==> config.mk <==
export PLATFORM = sky130hd
export DESIGN_NAME = cpu_core
export DESIGN_NICKNAME = d
export VERILOG_FILES = /design/src/cpu_pkg.sv /design/src/bus_matrix.sv /design/src/cpu_core.sv /design/src/decode_rom.sv /design/src/pc_unit.sv /design/src/stack_alu_unit.sv /design/src/timing_unit.sv
export SDC_FILE = /design/constraint.sdc
export NUM_CORES = 1
export LEC_CHECK = 0
export ABC_AREA = 1
export BUFFER_PORTS_ARGS = -buffer_cell sky130_fd_sc_hd__clkbuf_2
export CAP_MARGIN = 20
export CORE_ASPECT_RATIO = 1.5
export CORE_MARGIN = 8
export CORE_UTILIZATION = 35
export DETAILED_ROUTE_END_ITERATION = 12
export SYNTH_ARGS = -nofsm -noshare
export SYNTH_HDL_FRONTEND = slang
export SYNTH_SLANG_ARGS = --single-unit
==> constraint.sdc <==
create_clock -name i_clk -period 5.2 [get_ports i_clk]
set_input_delay 1.04 -clock i_clk [delete_from_list [all_inputs] [get_ports i_clk]]
set_output_delay 1.04 -clock i_clk [all_outputs]
set_load 0.02 [all_outputs]
==> src/cpu_pkg.sv <==
// ==============================
// shared types and constants for the 8-bit core
// import into any unit that needs the opcode or cycle
// enums or the bus widths
// ==============================

package cpu_pkg;

    // decoded opcodes, anything else fetched runs as NOP
    typedef enum logic [7:0]
    {
        OP_BRK = 8'h00,
        OP_NOP = 8'hEA
    } opcode_t;

    // timing control unit cycle states
    typedef enum logic [2:0]
    {
        T0, T1, T2, T3, T4, T5, T6, T7
    } tcu_t;

    localparam int DATA_W = 8;
    localparam int ADDR_W = 16;

    // undriven bus lines float high
    localparam logic [DATA_W-1:0] BUS_PRECHARGE = 8'hFF;

    // high address byte for all stack accesses
    localparam logic [DATA_W-1:0] STACK_PAGE = 8'h01;

    // reset vector low byte, high byte is the precharge
    localparam logic [DATA_W-1:0] VEC_RESET_LO = 8'hFC;

endpackage

==> src/bus_matrix.sv <==
// ==============================
// internal buses ADL, ADH, SB and DB with precharge,
// plus the ABL/ABH address registers
// each bus is the AND of its enabled sources
// ==============================

`timescale 1ns/1ps

module bus_matrix import cpu_pkg::*;
(
    input  logic              i_clk,
    input  logic              i_rst,
    input  logic              i_pcl_adl,
    input  logic              i_pch_adh,
    input  logic              i_add_adl,
    input  logic              i_add_sb,
    input  logic              i_zero_adl0,
    input  logic              i_zero_adl1,
    input  logic              i_zero_adh1_7,
    input  logic              i_dl_db,
    input  logic              i_dl_adh,
    input  logic              i_adl_pcl,
    input  logic              i_adh_pch,
    input  logic              i_adl_abl,
    input  logic              i_adh_abh,
    input  logic [DATA_W-1:0] i_pcl,
    input  logic [DATA_W-1:0] i_pch,
    input  logic [DATA_W-1:0] i_s,
    input  logic [DATA_W-1:0] i_add,
    input  logic [DATA_W-1:0] i_data,
    output logic [DATA_W-1:0] o_adl,
    output logic [DATA_W-1:0] o_adh,
    output logic [DATA_W-1:0] o_sb,
    output logic [DATA_W-1:0] o_db,
    output logic [ADDR_W-1:0] o_addr
);

    // each zero line pulls one of the vector's two low bits
    localparam logic [DATA_W-1:0] PULL_ADL0 = VEC_RESET_LO | 8'h02;
    localparam logic [DATA_W-1:0] PULL_ADL1 = VEC_RESET_LO | 8'h01;

    logic [DATA_W-1:0] adl_addr;
    logic [DATA_W-1:0] adh_addr;
    logic [DATA_W-1:0] abl_q;
    logic [DATA_W-1:0] abh_q;

    // phase 1 values, these feed the address registers
    // a PC load from the bus moves its data source to phase 2
    always_comb
    begin
        adl_addr = i_s;
        if (i_pcl_adl)
        begin
            adl_addr = adl_addr & i_pcl;
        end
        if (i_add_adl && !i_adl_pcl)
        begin
            adl_addr = adl_addr & i_add;
        end
        if (i_zero_adl0)
        begin
            adl_addr = adl_addr & PULL_ADL0;
        end
        if (i_zero_adl1)
        begin
            adl_addr = adl_addr & PULL_ADL1;
        end
        adh_addr = BUS_PRECHARGE;
        if (i_pch_adh)
        begin
            adh_addr = adh_addr & i_pch;
        end
        if (i_zero_adh1_7)
        begin
            adh_addr = adh_addr & STACK_PAGE;
        end
    end

    // register load values, phase 2 sources when PC takes the bus
    assign o_adl = i_adl_pcl ? (i_add_adl ? i_add : BUS_PRECHARGE) : adl_addr;
    assign o_adh = i_adh_pch ? (i_dl_adh ? i_data : BUS_PRECHARGE) : adh_addr;
    assign o_sb  = i_add_sb ? i_add : BUS_PRECHARGE;
    assign o_db  = i_dl_db ? i_data : BUS_PRECHARGE;

    always_ff @(posedge i_clk)
    begin
        if (i_rst)
        begin
            abl_q <= '0;
            abh_q <= '0;
        end
        else
        begin
            if (i_adl_abl)
            begin
                abl_q <= adl_addr;
            end
            if (i_adh_abh)
            begin
                abh_q <= adh_addr;
            end
        end
    end

    // new address shows in the same cycle, else the held one
    assign o_addr = {i_adh_abh ? adh_addr : abh_q, i_adl_abl ? adl_addr : abl_q};

endmodule

==> src/cpu_core.sv <==
// ==============================
// top level of the core, wiring only
// memory is async read, supplied outside
// ==============================

`timescale 1ns/1ps

module cpu_core
#(
    parameter logic [7:0] SP_RESET = 8'h00
)
(
    input  logic                          i_clk,
    input  logic                          i_rst,
    input  logic [cpu_pkg::DATA_W-1:0]    i_data,
    output logic [cpu_pkg::ADDR_W-1:0]    o_addr,
    output logic                          o_rw
);

    cpu_pkg::opcode_t opcode;
    cpu_pkg::tcu_t    tcu;
    cpu_pkg::tcu_t    tcu_next;

    // control lines from the decode ROM
    logic pcl_pcl, adl_pcl, i_pc, pcl_adl, pch_pch, adh_pch, pch_adh;
    logic s_adl, sb_s, adl_add, sb_add, db_add, zero_add, sums;
    logic add_adl, add_sb, zero_adl0, zero_adl1, zero_adh1_7;
    logic dl_db, dl_adh, adl_abl, adh_abh;

    logic [cpu_pkg::DATA_W-1:0] pcl, pch, s, add;
    logic [cpu_pkg::DATA_W-1:0] adl, adh, sb, db;

    decode_rom u_decode_rom
    (
        .i_opcode(opcode), .i_tcu(tcu), .o_tcu_next(tcu_next), .o_rw(o_rw),
        .o_pcl_pcl(pcl_pcl), .o_adl_pcl(adl_pcl), .o_i_pc(i_pc),
        .o_pcl_adl(pcl_adl), .o_pch_pch(pch_pch), .o_adh_pch(adh_pch),
        .o_pch_adh(pch_adh), .o_s_adl(s_adl), .o_sb_s(sb_s),
        .o_adl_add(adl_add), .o_sb_add(sb_add), .o_db_add(db_add),
        .o_zero_add(zero_add), .o_sums(sums), .o_add_adl(add_adl),
        .o_add_sb(add_sb), .o_zero_adl0(zero_adl0), .o_zero_adl1(zero_adl1),
        .o_zero_adh1_7(zero_adh1_7), .o_dl_db(dl_db), .o_dl_adh(dl_adh),
        .o_adl_abl(adl_abl), .o_adh_abh(adh_abh)
    );

    timing_unit u_timing_unit
    (
        .i_clk(i_clk), .i_rst(i_rst), .i_data(i_data),
        .i_tcu_next(tcu_next), .o_opcode(opcode), .o_tcu(tcu)
    );

    pc_unit u_pc_unit
    (
        .i_clk(i_clk), .i_rst(i_rst),
        .i_pcl_pcl(pcl_pcl), .i_adl_pcl(adl_pcl),
        .i_pch_pch(pch_pch), .i_adh_pch(adh_pch), .i_i_pc(i_pc),
        .i_adl(adl), .i_adh(adh), .o_pcl(pcl), .o_pch(pch)
    );

    stack_alu_unit #(.SP_RESET(SP_RESET)) u_stack_alu_unit
    (
        .i_clk(i_clk), .i_rst(i_rst), .i_s_adl(s_adl), .i_sb_s(sb_s),
        .i_adl_add(adl_add), .i_sb_add(sb_add), .i_db_add(db_add),
        .i_zero_add(zero_add), .i_sums(sums),
        .i_adl(adl), .i_sb(sb), .i_db(db), .o_s(s), .o_add(add)
    );

    bus_matrix u_bus_matrix
    (
        .i_clk(i_clk), .i_rst(i_rst),
        .i_pcl_adl(pcl_adl), .i_pch_adh(pch_adh), .i_add_adl(add_adl),
        .i_add_sb(add_sb), .i_zero_adl0(zero_adl0), .i_zero_adl1(zero_adl1),
        .i_zero_adh1_7(zero_adh1_7), .i_dl_db(dl_db), .i_dl_adh(dl_adh),
        .i_adl_pcl(adl_pcl), .i_adh_pch(adh_pch),
        .i_adl_abl(adl_abl), .i_adh_abh(adh_abh),
        .i_pcl(pcl), .i_pch(pch), .i_s(s), .i_add(add), .i_data(i_data),
        .o_adl(adl), .o_adh(adh), .o_sb(sb), .o_db(db), .o_addr(o_addr)
    );

endmodule

==> src/decode_rom.sv <==
// ==============================
// decode ROM, maps opcode and cycle to the datapath
// control lines and the next cycle value
// purely combinational
// ==============================

`timescale 1ns/1ps

module decode_rom import cpu_pkg::*;
(
    input  opcode_t i_opcode,
    input  tcu_t    i_tcu,
    output tcu_t    o_tcu_next,
    output logic    o_rw,
    output logic    o_pcl_pcl,
    output logic    o_adl_pcl,
    output logic    o_i_pc,
    output logic    o_pcl_adl,
    output logic    o_pch_pch,
    output logic    o_adh_pch,
    output logic    o_pch_adh,
    output logic    o_s_adl,
    output logic    o_sb_s,
    output logic    o_adl_add,
    output logic    o_sb_add,
    output logic    o_db_add,
    output logic    o_zero_add,
    output logic    o_sums,
    output logic    o_add_adl,
    output logic    o_add_sb,
    output logic    o_zero_adl0,
    output logic    o_zero_adl1,
    output logic    o_zero_adh1_7,
    output logic    o_dl_db,
    output logic    o_dl_adh,
    output logic    o_adl_abl,
    output logic    o_adh_abh
);

    always_comb
    begin
        // step to the next cycle unless an entry ends the instruction
        o_tcu_next    = tcu_t'(i_tcu + 3'd1);
        o_rw          = 1'b1;
        o_pcl_pcl     = 1'b0;
        o_adl_pcl     = 1'b0;
        o_i_pc        = 1'b0;
        o_pcl_adl     = 1'b0;
        o_pch_pch     = 1'b0;
        o_adh_pch     = 1'b0;
        o_pch_adh     = 1'b0;
        o_s_adl       = 1'b0;
        o_sb_s        = 1'b0;
        o_adl_add     = 1'b0;
        o_sb_add      = 1'b0;
        o_db_add      = 1'b0;
        o_zero_add    = 1'b0;
        o_sums        = 1'b0;
        o_add_adl     = 1'b0;
        o_add_sb      = 1'b0;
        o_zero_adl0   = 1'b0;
        o_zero_adl1   = 1'b0;
        o_zero_adh1_7 = 1'b0;
        o_dl_db       = 1'b0;
        o_dl_adh      = 1'b0;
        o_adl_abl     = 1'b0;
        o_adh_abh     = 1'b0;

        case (i_tcu)
            T0:
            begin
                // opcode fetch from PC, then step PC
                o_pcl_adl = 1'b1;
                o_pch_adh = 1'b1;
                o_adl_abl = 1'b1;
                o_adh_abh = 1'b1;
                o_pcl_pcl = 1'b1;
                o_pch_pch = 1'b1;
                o_i_pc    = 1'b1;
            end
            T1:
            begin
                // both columns show PC without stepping it
                o_pcl_adl = 1'b1;
                o_pch_adh = 1'b1;
                o_adl_abl = 1'b1;
                o_adh_abh = 1'b1;
                case (i_opcode)
                    OP_BRK:
                    begin
                        o_pcl_pcl = 1'b0;
                    end
                    default:
                    begin
                        o_pcl_pcl  = 1'b1;
                        o_pch_pch  = 1'b1;
                        o_tcu_next = T0;
                    end
                endcase
            end
            T2, T3, T4:
            begin
                case (i_opcode)
                    OP_BRK:
                    begin
                        // stack page on ABH
                        o_zero_adh1_7 = 1'b1;
                        o_adh_abh     = 1'b1;
                        o_adl_abl     = 1'b1;
                        // T2 shows S, later cycles the decremented copy
                        o_s_adl       = (i_tcu == T2);
                        o_add_adl     = (i_tcu != T2);
                        // ADL plus precharged SB is ADL minus one
                        o_adl_add     = 1'b1;
                        o_sb_add      = 1'b1;
                        o_sums        = 1'b1;
                    end
                    default:
                    begin
                        o_tcu_next = T0;
                    end
                endcase
            end
            T5:
            begin
                case (i_opcode)
                    OP_BRK:
                    begin
                        // FFFC, both low lines pulled and ABH left high
                        o_zero_adl0 = 1'b1;
                        o_zero_adl1 = 1'b1;
                        o_adl_abl   = 1'b1;
                        o_adh_abh   = 1'b1;
                        // S minus three via SB, adder is free for the vector
                        o_add_sb    = 1'b1;
                        o_sb_s      = 1'b1;
                        // vector low byte into the adder hold register
                        o_dl_db     = 1'b1;
                        o_db_add    = 1'b1;
                        o_zero_add  = 1'b1;
                        o_sums      = 1'b1;
                    end
                    default:
                    begin
                        o_tcu_next = T0;
                    end
                endcase
            end
            T6:
            begin
                case (i_opcode)
                    OP_BRK:
                    begin
                        // FFFD on the address bus
                        o_zero_adl1 = 1'b1;
                        o_adl_abl   = 1'b1;
                        o_adh_abh   = 1'b1;
                        // phase 2 transfers, vector into PC
                        o_add_adl   = 1'b1;
                        o_adl_pcl   = 1'b1;
                        o_dl_adh    = 1'b1;
                        o_adh_pch   = 1'b1;
                        o_tcu_next  = T0;
                    end
                    default:
                    begin
                        o_tcu_next = T0;
                    end
                endcase
            end
            default:
            begin
                // T7 is never used
                o_tcu_next = T0;
            end
        endcase
    end

endmodule

==> src/pc_unit.sv <==
// ==============================
// program counter, PCL and PCH registers
// loads from itself or the ADL/ADH buses, 16-bit increment
// ==============================

`timescale 1ns/1ps

module pc_unit import cpu_pkg::*;
(
    input  logic              i_clk,
    input  logic              i_rst,
    input  logic              i_pcl_pcl,
    input  logic              i_adl_pcl,
    input  logic              i_pch_pch,
    input  logic              i_adh_pch,
    input  logic              i_i_pc,
    input  logic [DATA_W-1:0] i_adl,
    input  logic [DATA_W-1:0] i_adh,
    output logic [DATA_W-1:0] o_pcl,
    output logic [DATA_W-1:0] o_pch
);

    logic [DATA_W-1:0] pcl_q;
    logic [DATA_W-1:0] pch_q;
    logic [DATA_W-1:0] pcl_src;
    logic [DATA_W-1:0] pch_src;
    logic [ADDR_W-1:0] pc_next;

    // bus load wins over recirculation
    assign pcl_src = i_adl_pcl ? i_adl : pcl_q;
    assign pch_src = i_adh_pch ? i_adh : pch_q;

    // carry out of PCL ripples into PCH
    assign pc_next = {pch_src, pcl_src} + ADDR_W'(i_i_pc);

    always_ff @(posedge i_clk)
    begin
        if (i_rst)
        begin
            pcl_q <= '0;
            pch_q <= '0;
        end
        else
        begin
            if (i_pcl_pcl || i_adl_pcl)
            begin
                pcl_q <= pc_next[DATA_W-1:0];
            end
            if (i_pch_pch || i_adh_pch)
            begin
                pch_q <= pc_next[ADDR_W-1:DATA_W];
            end
        end
    end

    assign o_pcl = pcl_q;
    assign o_pch = pch_q;

endmodule

==> src/stack_alu_unit.sv <==
// ==============================
// stack pointer and the adder with its hold register
// S drives ADL only while s_adl is set
// ==============================

`timescale 1ns/1ps

module stack_alu_unit import cpu_pkg::*;
#(
    parameter logic [DATA_W-1:0] SP_RESET = 8'h00
)
(
    input  logic              i_clk,
    input  logic              i_rst,
    input  logic              i_s_adl,
    input  logic              i_sb_s,
    input  logic              i_adl_add,
    input  logic              i_sb_add,
    input  logic              i_db_add,
    input  logic              i_zero_add,
    input  logic              i_sums,
    input  logic [DATA_W-1:0] i_adl,
    input  logic [DATA_W-1:0] i_sb,
    input  logic [DATA_W-1:0] i_db,
    output logic [DATA_W-1:0] o_s,
    output logic [DATA_W-1:0] o_add
);

    logic [DATA_W-1:0] s_q;
    logic [DATA_W-1:0] add_q;
    logic [DATA_W-1:0] a_in;
    logic [DATA_W-1:0] b_in;

    // A input, zero overrides ADL
    always_comb
    begin
        if (i_zero_add)
        begin
            a_in = '0;
        end
        else if (i_adl_add)
        begin
            a_in = i_adl;
        end
        else
        begin
            a_in = BUS_PRECHARGE;
        end
    end

    // B input, open-drain AND of SB and DB
    assign b_in = (i_sb_add ? i_sb : BUS_PRECHARGE) & (i_db_add ? i_db : BUS_PRECHARGE);

    always_ff @(posedge i_clk)
    begin
        if (i_rst)
        begin
            s_q   <= SP_RESET;
            add_q <= '0;
        end
        else
        begin
            if (i_sb_s)
            begin
                s_q <= i_sb;
            end
            // carry out dropped, FF on B is a decrement
            if (i_sums)
            begin
                add_q <= a_in + b_in;
            end
        end
    end

    assign o_s   = i_s_adl ? s_q : BUS_PRECHARGE;
    assign o_add = add_q;

endmodule

==> src/timing_unit.sv <==
// ==============================
// instruction register and cycle counter
// reset enters the BRK sequence at T1
// ==============================

`timescale 1ns/1ps

module timing_unit import cpu_pkg::*;
(
    input  logic              i_clk,
    input  logic              i_rst,
    input  logic [DATA_W-1:0] i_data,
    input  tcu_t              i_tcu_next,
    output opcode_t           o_opcode,
    output tcu_t              o_tcu
);

    opcode_t opcode_q;
    tcu_t    tcu_q;

    always_ff @(posedge i_clk)
    begin
        if (i_rst)
        begin
            opcode_q <= OP_BRK;
            tcu_q    <= T1;
        end
        else
        begin
            tcu_q <= i_tcu_next;
            // opcode byte is on the data bus during T0
            if (tcu_q == T0)
            begin
                opcode_q <= (i_data == OP_BRK) ? OP_BRK : OP_NOP;
            end
        end
    end

    assign o_opcode = opcode_q;
    assign o_tcu    = tcu_q;

endmodule

* After elaboration in Yosys (flattened, before gate mapping)
Index checks and enable logic that the tools add are counted.
Operators by class: add/subtract/negate cells 3, muxes and demuxes 36, bitwise operators 3, eq/ne operators 7, reduce and logical (&&, ||, !) cells 12
Operator list (count):
- 2-to-1 mux 8 bit | 17
- bitwise AND 8 bit | 3
- adder 16 x 1 -> 16 bit | 1
- logical NOT 8 bit | 2
- 2-to-1 mux 1 bit | 13
- OR reduction 5 bit | 2
- == test 3 bit, second input constant | 3
- adder 8 bit | 1
- == test 3 x 2 -> 1 bit, second input constant | 2
- one-hot mux 1 bit (2 select lines) | 3
- one-hot mux 3 bit (2 select lines) | 1
- OR reduction 2 bit | 2
- OR reduction 4 bit | 1
- adder 3 x 1 -> 3 bit, second input constant | 1
- == test 3 x 1 -> 1 bit, second input constant | 1
- logical NOT 3 bit | 1
- 2-to-1 mux 3 bit | 1
- inequality test 3 x 2 -> 1 bit, second input constant | 1
- OR reduction 3 bit | 1
- 2-to-1 mux 2 bit | 1
- logical AND 1 bit | 1
- logical NOT 1 bit | 1
- logical OR 1 bit | 1
Storage, ports and cells: word-level logic and storage cells 69, input port bits 10, bits in registers 59, output and inout port bits 17

* Longest topological paths before layout
depth in word-level cells 14, depth in mapped cells 23, mapped depth without buffers 23

* Hierarchy
A second synthesis with hierarchy kept.
Second synthesis, totals: cell total of the unflattened synthesis 704, area total of the unflattened synthesis 4277.9 sq um
Modules (own cells, without submodules):
- pc_unit | area each 1281.2 sq um, instances 1, seq. area each 320.3 sq um, cells each 220
- bus_matrix | area each 1191.1 sq um, instances 1, seq. area each 320.3 sq um, cells each 200
- stack_alu_unit | area each 1117.3 sq um, instances 1, seq. area each 320.3 sq um, cells each 177
- decode_rom | area each 465.4 sq um, instances 1, seq. area each 0.0 sq um, cells each 74
- timing_unit | area each 222.7 sq um, instances 1, seq. area each 80.1 sq um, cells each 33

* Worst setup path before layout
Ideal clock, no wire load.
path kind reg2reg, start point reg u_timing_unit.tcu_q[1], in the netlist u_timing_unit.o_tcu[1], end point reg u_stack_alu_unit.add_q[6], in the netlist u_stack_alu_unit.o_add[6], data arrival time 2.886 ns, required time 5.085 ns, clock period less this slack 3.001 ns, buffers on the path 2, slack 2.199 ns, library setup time 0.115 ns, cell stages (with the launch flop) 21, path through dfxtp_1 -> inv_1 -> ha_1 -> inv_1 -> nor3_2 -> inv_1 -> clkbuf_1 -> clkbuf_1 -> nor2_1 -> a21oi_1 -> ha_1 -> inv_1 -> fa_1 -> o21ai_0 -> nand2_1 -> nand2_1 -> a21oi_1 -> nand2_1 -> nand2_1 -> o21ai_0 -> inv_1
Between the ends: cells in the longest elaborated chain, start to end 14, elaborated cells between the ends (all ways) 40, those cells by class add/sub (1); eq/ne (7); mux (22); bitwise (3); reduce/logical (7)
Ends and longest elaborated chain:
- from (decl) | RTL line timing_unit.sv:19 | tcu_t tcu_q;
- from (signal assigned) | RTL line timing_unit.sv:30 | tcu_q <= i_tcu_next;
- == test 3 x 2 -> 1 bit, or another cell as far along | RTL line decode_rom.sv:69 | case (i_tcu)
- OR reduction 3 bit or 2-to-1 mux 1 bit (tied branches) | RTL line decode_rom.sv:69, decode_rom.sv:103
- 2-to-1 mux 1 bit | RTL line decode_rom.sv:69
- 2-to-1 mux 8 bit | RTL line stack_alu_unit.sv:75 | assign o_s = i_s_adl ? s_q : BUS_PRECHARGE;
- bitwise AND 8 bit | RTL line bus_matrix.sv:54 | adl_addr = adl_addr & i_pcl;
- 2-to-1 mux 8 bit | RTL line bus_matrix.sv:52 | if (i_pcl_adl)
- bitwise AND 8 bit | RTL line bus_matrix.sv:58 | adl_addr = adl_addr & i_add;
- 2-to-1 mux 8 bit | RTL line bus_matrix.sv:56 | if (i_add_adl && !i_adl_pcl)
- 2-to-1 mux 1 bit | RTL line bus_matrix.sv:60 | if (i_zero_adl0)
- 2-to-1 mux 2 bit | RTL line bus_matrix.sv:64 | if (i_zero_adl1)
- 2-to-1 mux 8 bit | RTL line bus_matrix.sv:80 | assign o_adl = i_adl_pcl ? (i_add_adl ? i_add : BUS_PRECHARGE) : adl_addr;
- 2-to-1 mux 8 bit | RTL line stack_alu_unit.sv:41 | else if (i_adl_add)
- 2-to-1 mux 8 bit | RTL line stack_alu_unit.sv:37 | if (i_zero_add)
- adder 8 bit | RTL line stack_alu_unit.sv:70 | add_q <= a_in + b_in;
- to (signal assigned) | RTL line stack_alu_unit.sv:70
- to (decl) | RTL line stack_alu_unit.sv:30 | logic [DATA_W-1:0] add_q;
Several ways; a longest one is shown, not always the timed one. A chain may end at the register's enable or synchronous reset.

* Worst setup path in the final report
start point reg u_timing_unit.tcu_q[1], in the netlist u_timing_unit.o_tcu[1], end point out o_addr[8] (netlist bit)
Between the ends: cells in the longest elaborated chain, start to end 6, elaborated cells between the ends (all ways) 14, those cells by class eq/ne (6); mux (5); reduce/logical (3)
Ends and longest elaborated chain:
- == test 3 x 1 -> 1 bit or logical NOT 3 bit (tied branches) | RTL line decode_rom.sv:69
- OR reduction 2 bit (no line)
- 2-to-1 mux 1 bit | RTL line decode_rom.sv:69
- 2-to-1 mux 8 bit | RTL line bus_matrix.sv:69 | if (i_pch_adh)
- 2-to-1 mux 8 bit | RTL line bus_matrix.sv:73 | if (i_zero_adh1_7)
- 2-to-1 mux 8 bit (*) | RTL line bus_matrix.sv:106 | assign o_addr = {i_adh_abh ? adh_addr : abh_q, i_adl_abl ? adl_addr : abl_q};
- to (decl) | RTL line cpu_core.sv:16 | output logic [cpu_pkg::ADDR_W-1:0] o_addr,
Mark *: on every way between the ends. The rest lies on a longest branch, timed or not.

==> metrics.md <==
| Metric | Value |
|---|---|
| DRT antenna net count | `0` |
| Starting density of the core | `35.4%` |
| Placement Cell Area | `3580 µm²` |
| Fin. Hold Viols | `0` |
| Die width | `96.4 µm` |
| Number of H-tree levels | `2` |
| Crit. Startpoint | `u_timing_unit.o_tcu[1]` |
| Comb pwr share | `52.4%` |
| Setup Buffers After CTS | `0` |
| # setup viols final | `0` |
| FP Rows | `44` |
| Pin count of the biggest net entering global routing | `29` |
| Hold Crit Class | `flop to flop` |
| Crit Path Class | `flop to output port` |
| Core area | `9580 µm²` |
| IO Port Bufs | `25` |
| Post-synth top area share | `30.7%` |
| Reg power frac | `29.8%` |
| Drt first pass iters | `5` |
| Seq/Total Area, Yosys | `30.7%` |
| Peak VDD IR | `239 µV` |
| DR vias/cell | `5.01` |
| Worst path required time | `4.16 ns` |
| Post-route minimum period | `3.91 ns` |
| Syn_nets | `562` |
| CP Launch Type | `flop` |
| Net Sw Frac | `47.3%` |
| Via count | `3361` |
| Vias in the first global route | `3227` |
| First-pass GRT wire length | `15400 µm` |
| Ys async rst share | `0%` |
| Initial antenna violation count | `0` |
| Reg2reg end | `u_stack_alu_unit.o_add[6]` |
| Routed Wire Length | `9440 µm` |
| Worst-skew pair later-pin latency | `0.30 ns` |
| Max Slew Vio Count | `0` |
| Num CTS Buffers | `5` |
| Pint | `1.04 mW` |
| Synth cell types | `38` |
| Root Buffer | `clkbuf_16` |
| Psw | `933 µW` |
| Final Cycle Share | `75.2%` |
| Synth warnings | `0` |
| Mapped cell area | `3390 µm²` |
| Synth Flop Type | `dfxtp_1` |
| Total I/O pin count | `27` |
| Status | `complete, no violations` |
| Cells after synthesis | `538` |
| Worst reg-to-reg path cell count | `19` |
| EDFF count, synth | `0` |
| DP Wirelength | `7420 µm` |
| CTS tree | `yes` |
| Slew margin rel. | `51.1%` |
| Hold_sp | `u_pc_unit.o_pcl[1]` |
| Design area | `3730 µm²` |
| Unrepaired setup endpoints after global routing | `no` |
| Antenna Cells | `0` |
| Synthesized flop and latch total | `52` |
| Max-cap violation count | `0` |
| Synth top area cells | `dfxtp_1 (31%), nand2_1 (12%), nor2_1 (9.5%)` |
| DRC | `0` |
| CTS resizes | `0` |
| DIE HEIGHT | `137 µm` |
| Total congestion overflow | `0` |
| Nets | `579` |
| Crit-path max FO | `24` |
| CP Data Arrival Time | `2.87 ns` |
| Layout cells sized above 1 | `10.6%` |
| Setup Skew | `0.00744 ns` |
| Hold EP | `u_pc_unit.o_pcl[1]` |
| Clock Power Share | `17.8%` |
| Cell Pwr Density | `528 nW/µm²` |
| Achievable Freq | `256 MHz` |
| Worst Setup End Kind | `output port` |
| Die area | `13200 µm²` |
| RR Startpoint | `u_timing_unit.o_tcu[1]` |
| GP Congestion | `0.901` |
| Clk pin slew, worst setup/hold paths | `0.07 ns` |
| Worst-margin pin slew | `0.734 ns` |
| Total GRT Usage | `15.1%` |
| Starting DRC count in detailed routing | `237` |
| Hold depth | `2` |
| Yosys top cell by area | `dfxtp_1` |
| # hold bufs at CTS | `0` |
| Register-to-register path setup slack | `1.48 ns` |
| Clock buffer depth | `2` |
| Syn Area/Cell | `6.31 µm²` |
| Final Total Pwr | `1.97 mW` |
| Area grow syn2layout | `9.99%` |
| Pleak | `1.73 nW` |
| Setup TNS | `0 ns` |
| Fill count | `1078` |
| Wire per inst | `14.1 µm` |
| CTS sink count | `52` |
[power by group through the flow]
stage | combinational, mW | sequential (mW) | clock, mW
6_report | 1.03 | 0.588 | 0.351
5_1_grt | 1.18 | 0.602 | 0.372
4_1_cts | 1.05 | 0.588 | 0.360
3_5_place_dp | 1.05 | 0.597 | 0
3_3_place_gp | 1.04 | 0.594 | 0
2_1_floorplan | 0.786 | 0.572 | 0
[cell usage in the layout, fill, tap and decap left out, types with 2 or more instances in the layout]
cell type | netlist | layout
nand2_1 | 104 | 104
nor2_1 | 86 | 86
inv_1 | 73 | 73
dfxtp_1 | 52 | 52
a21oi_1 | 48 | 48
o21ai_0 | 39 | 39
nand3_1 | 29 | 29
clkbuf_2 | 0 | 25
ha_1 | 13 | 13
nor3_1 | 11 | 11
nand3b_1 | 7 | 7
and2_1 | 7 | 7
nand2_2 | 6 | 6
o21ai_1 | 6 | 6
nor2_2 | 6 | 6
clkbuf_16 | 0 | 5
inv_2 | 4 | 4
nor2_4 | 3 | 3
xnor2_1 | 3 | 3
xor2_1 | 3 | 3
o21ai_2 | 2 | 2
o22ai_1 | 2 | 2
o21bai_1 | 2 | 2
nand4_1 | 2 | 2
nor4_1 | 2 | 2
clkinv_4 | 0 | 2
buf_4 | 1 | 2
[cells by family after synthesis]
group | count (synthesis) | share of synthesized area, %
other | 1 | 0.110
buffers and inverters | 94 | 11.4
flip-flops | 52 | 30.7
XOR/XNOR | 6 | 1.55
AO/OA/AOI/OAI | 106 | 16.7
AND/OR/NAND/NOR | 265 | 34.3
adder cells (fa/ha/maj) | 14 | 5.38
[metal layers]
layer / routed length, µm / vias to the layer above / track usage [%]
met2: 5070 / 73 / 28.1
li1: - / 1750 / -
met4: 244 / 0 / 6.51
met1: 3720 / 1522 / 15.9
met5: 0 / - / 0
met3: 411 / 16 / 2.42
[critical path, stage by stage (launching register included)]
cell      delay (ns)
dfxtp_1         0.39
inv_1           0.08
ha_1            0.19
inv_1           0.06
nor3_2          0.03
buf_4           0.18
inv_1           0.48
nand3_1         0.21
nor2_2          0.36
inv_2           0.19
nor2_1          0.16
a21oi_1         0.06
clkbuf_2        0.16
[layout make-up]
type / instances / area [µm²] / area share (%)
clock buffers: 5 / 125 / 3.35
clock inverters: 3 / 26.3 / 0.704
inverters: 77 / 289 / 7.74
multi-input cells: 392 / 1970 / 52.7
flip-flops and latches: 52 / 1040 / 27.9
well taps: 115 / 144 / 3.85
repair buffers: 27 / 140 / 3.75
[sequential cells by signal, summed over array words and instances, names as in the netlist]
register / cells
u_bus_matrix.abh_q: 8
u_pc_unit.o_pcl: 8
u_timing_unit.o_opcode: 1
u_bus_matrix.abl_q: 8
u_timing_unit.o_tcu: 3
u_stack_alu_unit.o_add: 8
u_stack_alu_unit.s_q: 8
u_pc_unit.o_pch: 8
[stage by stage]
| stage | util (%) | worst slack [ns] | std cells | hold slack [ns] |
|---|---|---|---|---|
| after global routing | 39.0 | 0.969 | 671 | 0.524 |
| after CTS | 39.0 | 1.29 | 671 | 0.495 |
| after floorplan | - | 2.20 | 538 | 0.453 |
| after detailed placement | 37.4 | 1.50 | 663 | 0.484 |
| final | 39.0 | 1.29 | 671 | 0.492 |
| after global placement | 37.4 | 1.60 | 663 | 0.477 |
[synth_stat cells (all sizes together) (2+ instances only)]
master	number
o22ai	2
nor4	2
nand4	2
xnor2	3
dfxtp	52
inv	77
xor2	3
nand3	30
o21ai	47
nand2	110
clkbuf	8
ha	13
o21bai	2
a21oi	49
nand3b	7
buf	9
nor2	95
nor3	12
and2	7
[worst max path at each step]
stage	cells after the start	to
after floorplan	20	u_stack_alu_unit.o_add[6]
after global placement	19	u_stack_alu_unit.o_add[6]
after detailed placement	19	u_stack_alu_unit.o_add[6]
after CTS	12	o_addr[8]
after global routing	19	u_stack_alu_unit.o_add[6]
final	12	o_addr[8]
(Power assumes the default switching activity.)
